<file path="src/include/hv_defines.svh">
// ======================================================================
// shared widths, register bank depth and CRC polynomial for the
// register access subsystem
// ======================================================================
`ifndef HV_DEFINES_SVH
`define HV_DEFINES_SVH

// register address and data widths
`define HV_REG_AW       7
`define HV_REG_DW       8

// write CRC width
`define HV_REG_CRC_W    8

// full address space, top address holds the CRC error counter
`define HV_REG_DEPTH    128
`define HV_ERR_CNT_ADDR 7'h7F

// CRC-8, MSB first, zero initial value
`define HV_CRC_POLY     8'h07

`endif

</file>
<file path="src/rtl/hv_owt_pkg.sv">
// ======================================================================
// one-wire downlink frame struct
// ======================================================================
`default_nettype none

package hv_owt_pkg;

    // decoded downlink frame, always a write
    typedef struct packed {
        // bit 7 unused, register address in 6:0
        logic [7:0] addr;
        logic [7:0] data;
    } owt_frame_t;

endpackage

`default_nettype wire

</file>
<file path="src/rtl/hv_reg_pkg.sv">
// ======================================================================
// register access request and response structs
// ======================================================================
`default_nettype none

`include "hv_defines.svh"

package hv_reg_pkg;

    // request toward the register access controller
    typedef struct packed {
        logic                       wr_req;
        logic                       rd_req;
        logic [`HV_REG_AW-1:0]      addr;
        logic [`HV_REG_DW-1:0]      wdata;
        logic [`HV_REG_CRC_W-1:0]   wcrc;
    } reg_req_t;

    // one-cycle acknowledge back to the host
    typedef struct packed {
        logic                       wack;
        logic                       rack;
        // read data, zero on write ack
        logic [`HV_REG_DW-1:0]      data;
        // echo of the request address
        logic [`HV_REG_AW-1:0]      addr;
    } reg_rsp_t;

endpackage

`default_nettype wire

</file>
<file path="src/rtl/hv_crc8.sv">
// ======================================================================
// parallel CRC-8 over one 16-bit address/data word
// ======================================================================
`timescale 1ns/1ps
`default_nettype none

`include "hv_defines.svh"

module hv_crc8 (
    input  wire logic [15:0]                i_word,
    output logic      [`HV_REG_CRC_W-1:0]   o_crc
);

    // running remainder and feedback bit
    logic [`HV_REG_CRC_W-1:0] crc_v;
    logic                     fb;

    // ======================================================================
    // bit-serial recurrence, fully unrolled by the loop
    // ======================================================================
    always_comb begin
        crc_v = '0;
        fb    = 1'b0;
        // msb of the word enters first
        for (int i = 15; i >= 0; i--) begin
            fb    = crc_v[`HV_REG_CRC_W-1] ^ i_word[i];
            crc_v = {crc_v[`HV_REG_CRC_W-2:0], 1'b0};
            if (fb) begin
                crc_v = crc_v ^ `HV_CRC_POLY;
            end
        end
    end

    assign o_crc = crc_v;

endmodule

`default_nettype wire

</file>
<file path="src/rtl/hv_reg_acc_ctrl.sv">
// ======================================================================
// register access controller: write CRC check, 127-byte register
// bank, read-back and saturating CRC error counter
// ======================================================================
`timescale 1ns/1ps
`default_nettype none

`include "hv_defines.svh"

module hv_reg_acc_ctrl (
    input  wire logic                   i_clk,
    input  wire logic                   i_rst_n,
    input  wire hv_reg_pkg::reg_req_t   i_req,
    output hv_reg_pkg::reg_rsp_t        o_rsp
);

    import hv_reg_pkg::*;

    // bank covers every address below the counter
    localparam int BANK_N = `HV_REG_DEPTH - 1;

    logic [`HV_REG_DW-1:0]      bank [BANK_N];
    logic [`HV_REG_DW-1:0]      err_cnt;
    reg_rsp_t                   rsp_q;

    // ack still high, request from last cycle not retaken
    logic                       ack_busy;
    logic                       accept;
    logic                       wr_acc;
    logic                       rd_acc;
    logic                       is_cnt_addr;

    // crc check of the incoming write
    logic [15:0]                chk_word;
    logic [`HV_REG_CRC_W-1:0]   chk_crc;
    logic                       crc_ok;

    logic [`HV_REG_DW-1:0]      rd_data;

    assign ack_busy    = rsp_q.wack | rsp_q.rack;
    assign accept      = (i_req.wr_req | i_req.rd_req) & ~ack_busy;
    assign wr_acc      = accept & i_req.wr_req;
    assign rd_acc      = accept & i_req.rd_req;
    assign is_cnt_addr = (i_req.addr == `HV_ERR_CNT_ADDR);

    // ======================================================================
    // crc check
    // ======================================================================
    assign chk_word = {1'b0, i_req.addr, i_req.wdata};

    hv_crc8 u_crc_chk (
        .i_word (chk_word),
        .o_crc  (chk_crc)
    );

    assign crc_ok = (chk_crc == i_req.wcrc);

    // ======================================================================
    // register bank
    // ======================================================================
    // good write, counter address is read-only
    always_ff @(posedge i_clk or negedge i_rst_n) begin
        if (!i_rst_n) begin
            for (int i = 0; i < BANK_N; i++) begin
                bank[i] <= '0;
            end
        end else if (wr_acc && crc_ok && !is_cnt_addr) begin
            bank[i_req.addr] <= i_req.wdata;
        end
    end

    // bad write bumps the counter, stops at 255
    always_ff @(posedge i_clk or negedge i_rst_n) begin
        if (!i_rst_n) begin
            err_cnt <= '0;
        end else if (wr_acc && !crc_ok && (err_cnt != '1)) begin
            err_cnt <= err_cnt + 1'b1;
        end
    end

    // ======================================================================
    // acknowledge
    // ======================================================================
    // counter sits at the top address
    assign rd_data = is_cnt_addr ? err_cnt : bank[i_req.addr];

    // one-cycle ack after the accepting edge
    always_ff @(posedge i_clk or negedge i_rst_n) begin
        if (!i_rst_n) begin
            rsp_q <= '0;
        end else if (accept) begin
            rsp_q.wack <= i_req.wr_req;
            rsp_q.rack <= i_req.rd_req;
            rsp_q.data <= rd_acc ? rd_data : '0;
            rsp_q.addr <= i_req.addr;
        end else begin
            rsp_q <= '0;
        end
    end

    assign o_rsp = rsp_q;

endmodule

`default_nettype wire

</file>
<file path="src/rtl/hv_reg_top.sv">
// ======================================================================
// register access top: SPI/OWT arbiter feeding the access controller
// ======================================================================
`timescale 1ns/1ps
`default_nettype none

module hv_reg_top (
    input  wire logic                       i_clk,
    input  wire logic                       i_rst_n,

    // spi side
    input  wire hv_reg_pkg::reg_req_t       i_spi_req,
    output hv_reg_pkg::reg_rsp_t            o_spi_rsp,

    // owt side
    input  wire logic                       i_owt_vld,
    input  wire hv_owt_pkg::owt_frame_t     i_owt_frame,
    output logic                            o_owt_rdy
);

    import hv_reg_pkg::*;

    // arbiter to rac
    reg_req_t rac_req;
    reg_rsp_t rac_rsp;

    hv_spi_owt_acc_arb u_arb (
        .i_clk       (i_clk),
        .i_rst_n     (i_rst_n),
        .i_spi_req   (i_spi_req),
        .o_spi_rsp   (o_spi_rsp),
        .i_owt_vld   (i_owt_vld),
        .i_owt_frame (i_owt_frame),
        .o_owt_rdy   (o_owt_rdy),
        .o_rac_req   (rac_req),
        .i_rac_rsp   (rac_rsp)
    );

    hv_reg_acc_ctrl u_rac (
        .i_clk   (i_clk),
        .i_rst_n (i_rst_n),
        .i_req   (rac_req),
        .o_rsp   (rac_rsp)
    );

endmodule

`default_nettype wire

</file>
<file path="src/rtl/hv_spi_owt_acc_arb.sv">
// ======================================================================
// SPI / OWT access arbiter in front of the register access controller
// grant flag, request and response steering, CRC for OWT writes
// ======================================================================
`timescale 1ns/1ps
`default_nettype none

`include "hv_defines.svh"

module hv_spi_owt_acc_arb (
    input  wire logic                       i_clk,
    input  wire logic                       i_rst_n,

    // SPI register master, held until ack
    input  wire hv_reg_pkg::reg_req_t       i_spi_req,
    output hv_reg_pkg::reg_rsp_t            o_spi_rsp,

    // OWT downlink frames, valid/ready
    input  wire logic                       i_owt_vld,
    input  wire hv_owt_pkg::owt_frame_t     i_owt_frame,
    output logic                            o_owt_rdy,

    // toward the RAC
    output hv_reg_pkg::reg_req_t            o_rac_req,
    input  wire hv_reg_pkg::reg_rsp_t       i_rac_rsp
);

    import hv_reg_pkg::*;

    // 0 = owt, 1 = spi
    logic                       grant_spi;
    // spi host raising any request
    logic                       spi_req_any;
    // granted side still busy
    logic                       spi_act;
    logic                       owt_act;
    // crc over the owt frame
    logic [15:0]                owt_crc_word;
    logic [`HV_REG_CRC_W-1:0]   owt_crc;
    // owt frame expressed as a register request
    reg_req_t                   owt_req;

    assign spi_req_any = i_spi_req.wr_req | i_spi_req.rd_req;
    assign spi_act     = spi_req_any & grant_spi;
    assign owt_act     = i_owt_vld & ~grant_spi;

    // ======================================================================
    // grant flag
    // ======================================================================
    // owt wins when spi is not mid-transfer, spi takes over when owt idles
    always_ff @(posedge i_clk or negedge i_rst_n) begin
        if (!i_rst_n) begin
            grant_spi <= 1'b0;
        end else if (i_owt_vld && !spi_act) begin
            grant_spi <= 1'b0;
        end else if (spi_req_any && !owt_act) begin
            grant_spi <= 1'b1;
        end
    end

    // ======================================================================
    // owt request build
    // ======================================================================
    // frame has no crc, generate it here
    assign owt_crc_word = {1'b0, i_owt_frame.addr[`HV_REG_AW-1:0], i_owt_frame.data};

    hv_crc8 u_crc_owt (
        .i_word (owt_crc_word),
        .o_crc  (owt_crc)
    );

    // top address bit dropped, always a write
    assign owt_req.wr_req = i_owt_vld;
    assign owt_req.rd_req = 1'b0;
    assign owt_req.addr   = i_owt_frame.addr[`HV_REG_AW-1:0];
    assign owt_req.wdata  = i_owt_frame.data;
    assign owt_req.wcrc   = owt_crc;

    // ======================================================================
    // steering
    // ======================================================================
    assign o_rac_req = grant_spi ? i_spi_req : owt_req;

    // only the granted side sees the response
    assign o_spi_rsp = grant_spi ? i_rac_rsp : '0;
    assign o_owt_rdy = ~grant_spi & i_rac_rsp.wack;

endmodule

`default_nettype wire

</file>
<file path="config.mk">
export PLATFORM = sky130hd
export DESIGN_NAME = hv_reg_top
export DESIGN_NICKNAME = d
export VERILOG_FILES = /design/src/rtl/hv_owt_pkg.sv /design/src/rtl/hv_reg_pkg.sv /design/src/rtl/hv_crc8.sv /design/src/rtl/hv_reg_acc_ctrl.sv /design/src/rtl/hv_reg_top.sv /design/src/rtl/hv_spi_owt_acc_arb.sv
export VERILOG_INCLUDE_DIRS = /design/src /design/src/include
export SDC_FILE = /design/constraint.sdc
export NUM_CORES = 2
export LEC_CHECK = 0
export BUFFER_PORTS_ARGS = -buffer_cell sky130_fd_sc_hd__buf_2
export CAP_MARGIN = 20
export CORE_UTILIZATION = 47
export CTS_CLUSTER_SIZE = 28
export DETAILED_ROUTE_END_ITERATION = 10
export PLACE_DENSITY = 0.68
export SKIP_CTS_REPAIR_TIMING = 1
export SKIP_LAST_GASP = 1
export SYNTH_ARGS = -nofsm -noshare
export SYNTH_HDL_FRONTEND = slang
export SYNTH_SLANG_ARGS = --single-unit
</file>
<file path="constraint.sdc">
create_clock -name i_clk -period 4.8 [get_ports i_clk]
set_input_delay 0.48 -clock i_clk [delete_from_list [all_inputs] [get_ports i_clk]]
set_output_delay 0.48 -clock i_clk [all_outputs]
set_load 0.05 [all_outputs]
</file>
==> impl_metrics.ini <==
[yosys]
async_reset_ff_frac = 1.00
synth_most_common_cell = dfrtp_1
synth_top_cell_by_area = dfrtp_1
synth_area_per_cell_um2 = 11.4
ys_ff_latch = 1042
netlist_top_cells_count = dfrtp_1, mux2_2, nand2_1, nand3_1, clkbuf_1
yosysWarningCount = 0
synth_edf_count = 0
synthDistinctLibCells = 58
syn_inst = 4534
synth_nets = 4593
synth_top_area_share = 0.504
synth_top_flop_cell = dfrtp_1
yosysSeqAreaShare = 0.504
ys_top_cells_by_area = dfrtp_1, mux2_2, nand2_1, nand3_1, nand4_4
syn-cell-area_um2 = 51800

[timing]
post-route-period-util = 0.951
setup_tns_ns = 0
grt_setup_unrepaired = no
max_slew_margin = 0.272
fmax_mhz = 219
min_period_ns = 4.56
layout_setup_ws_ns = 0.237
tightestPinTransition_ns = 1.09
hold_viol_final = 0
skew_ns = 0.0334
maxSlewViolCount = 0
finalSetupViolCount = 0

[global_route]
grt_overflow = 0
grt_pass1_wl_um = 222000
grt_max_degree = 137
antenna_found_initial = 3
grt_pass1_vias = 35800
grtUsageTotal = 0.256

[layout]
fin_cells = 5998
num-fill-cells = 9240
drive_above_1_share = 0.327
fin_nets = 4553
area_delta_synth_final_pct = 11.6

[power]
ir_worst_vdd_mv = 0.300
clkPwrFrac = 0.422
leakage_nw = 27.7
p_int_mw = 14.6
p_comb_frac = 0.140
switching_power_mw = 5.73
switching_share = 0.282
p_seq_frac = 0.438
powerDensity_nw_per_um2 = 352

[clock_network]
numCtsBuffers = 110
cts_sinks = 1042
htreeDepth = 3
cts_root_buf = clkbuf_16
clk_latency_ns = 0.70
cts_buffer_depth = 3
clk_pin_slew_ns = 0.06
cts_tree = built

[routing]
drc_errors = 0
drtIter0Drc = 3474
routed_wirelength_um = 143000
ant_nets = 0
viasPerCell = 6.03
wl_per_cell_um = 23.9
drt_first_pass_iters = 6
num_vias = 36200

[floorplan]
row_count = 121
die_area_um2 = 111000
die_w_um = 334
ios = 62
fp.coreArea_um2 = 109000
die_h_um = 334
initial_core_util = 0.475

[worst_setup_path]
cp_num_buf_inv = 2
required_ns = 5.38
reg2reg_to = u_rac.bank[351]
reg2reg_from = u_arb.grant_spi
worstSetupStartpointType = flip-flop
cpPeakStageDelay_ns = 0.69
worstPathArrival_ns = 5.14
rr_worst_depth = 11
criticalPathCategory = reg2reg
crit_family = simple AND/OR/NAND/NOR gates
crit_chain = mux2i_1 > ha_1 > xnor2_1 > xnor3_1 > xnor2_1 > nand4_1 > nor4_2 > buf_12 > buf_12 > and4_1 > mux2_2
cp-end-kind = flip-flop
critical_path.startpoint = u_arb.grant_spi
r2r_setup_slack_ns = 0.24
slowest_stage = dfrtp_4
cp_max_fo = 31

[placed_design]
dp.final_hpwl_um = 88600
placedCellCount = 5794
numPortBuffers = 60
gp_congestion = 0.860
dp_worst_setup_slack_ns = 0.296

[hold_path]
hp-start = i_owt_vld
holdPathStages = 2
hold_end = u_arb.grant_spi
min_path_type = in2reg

[job]
max-cap-violations = 0

[outcome]
status = finished clean
-- layout by cell type, fill, tap and decap left out, types with 7 or more instances in the layout --
master     netlist  final
clkbuf_16        0    114
a31oi_1         67     67
mux2_1          60     60
and4_1          24     24
a311oi_1        27     27
nand3_1        485    485
xor2_1          18     18
a21oi_1         37     37
nand4_4         90     90
nand4_1         18     18
mux2_2         958    950
clkinv_2         0     18
a32oi_1         49     49
buf_2           73     60
nor3_1          11     11
a221oi_1        10     10
nor3_4           8      8
mux2_4           9     16
and2_1          35     35
inv_1            9      8
clkbuf_1       241     28
and3_1          32     32
xnor2_1         38     38
clkbuf_8         0     33
nand2_1        930    930
mux2i_1         60     57
xnor3_1          7      7
buf_4            2    133
buf_12           0     34
nor2_1          24     23
ha_1            15     11
o21ai_0         21     21
dfrtp_1       1042   1041
-- cells by family after synthesis --
| family | count (synthesis) | synth area share |
|---|---|---|
| AO/OA/AOI/OAI | 245 | 0.0341 |
| XOR/XNOR | 66 | 0.0137 |
| adder cells (fa/ha/maj) | 15 | 0.00363 |
| buffers and inverters | 393 | 0.0332 |
| flip-flops | 1042 | 0.504 |
| multiplexers | 1090 | 0.237 |
| AND/OR/NAND/NOR | 1683 | 0.175 |
-- flip-flops by register name, indices dropped and copies added, names as in the netlist --
name and count:
u_arb.grant_spi 1, u_rac.bank 1016, u_rac.err_cnt 8, u_rac.o_rsp 17
-- metrics by stage --
stage | area [um^2] | util | hold WS, ns | power [mW]
after floorplan | 51800 | - | 0.184 | 10.6
after global placement | 54100 | 0.496 | 0.473 | 11.9
after detailed placement | 54100 | 0.496 | 0.480 | 11.9
after CTS | 57700 | 0.530 | -0.108 | 20.4
after global routing | 57700 | 0.530 | 0.0280 | 21.0
final | 57700 | 0.530 | 0.0169 | 20.3
-- metal layers --
metal  global-route usage  part of all wire
met2                0.404              0.47
met5                    0           0.00014
met4               0.0829             0.029
met3               0.0372             0.065
met1                0.364              0.44
-- power groups by stage --
stage                     Sequential [mW]  Clock, mW  Combinational (mW)
final                                8.92       8.58                2.84
after global routing                 8.92       9.06                3.01
after floorplan                      9.05          0                1.57
after global placement               9.07          0                2.79
after detailed placement             9.07          0                2.80
after CTS                            8.92       8.69                2.82
-- worst max path at each step --
stage / endpoint / depth (start not counted)
final: u_rac.bank[351] / 11
after global routing: u_rac.bank[344] / 11
after CTS: u_rac.bank[345] / 11
after detailed placement: u_rac.bank[345] / 11
after global placement: u_rac.bank[345] / 11
after floorplan: u_rac.bank[144] / 21
-- area by class of cell --
| cell class | count | area, um^2 | share of cell area |
|---|---|---|---|
| clock inverters | 26 | 230 | 0.00399 |
| repair buffers | 230 | 2020 | 0.0349 |
| well taps | 1414 | 1770 | 0.0306 |
| inverters | 11 | 43.8 | 0.000758 |
| diodes | 1 | 2.50 | 0.0000433 |
| multi-input cells | 3099 | 24200 | 0.419 |
| clock buffers | 175 | 3410 | 0.0591 |
| flip-flops and latches | 1042 | 26100 | 0.452 |
No activity file was read; power rests on OpenSTA's default activity.
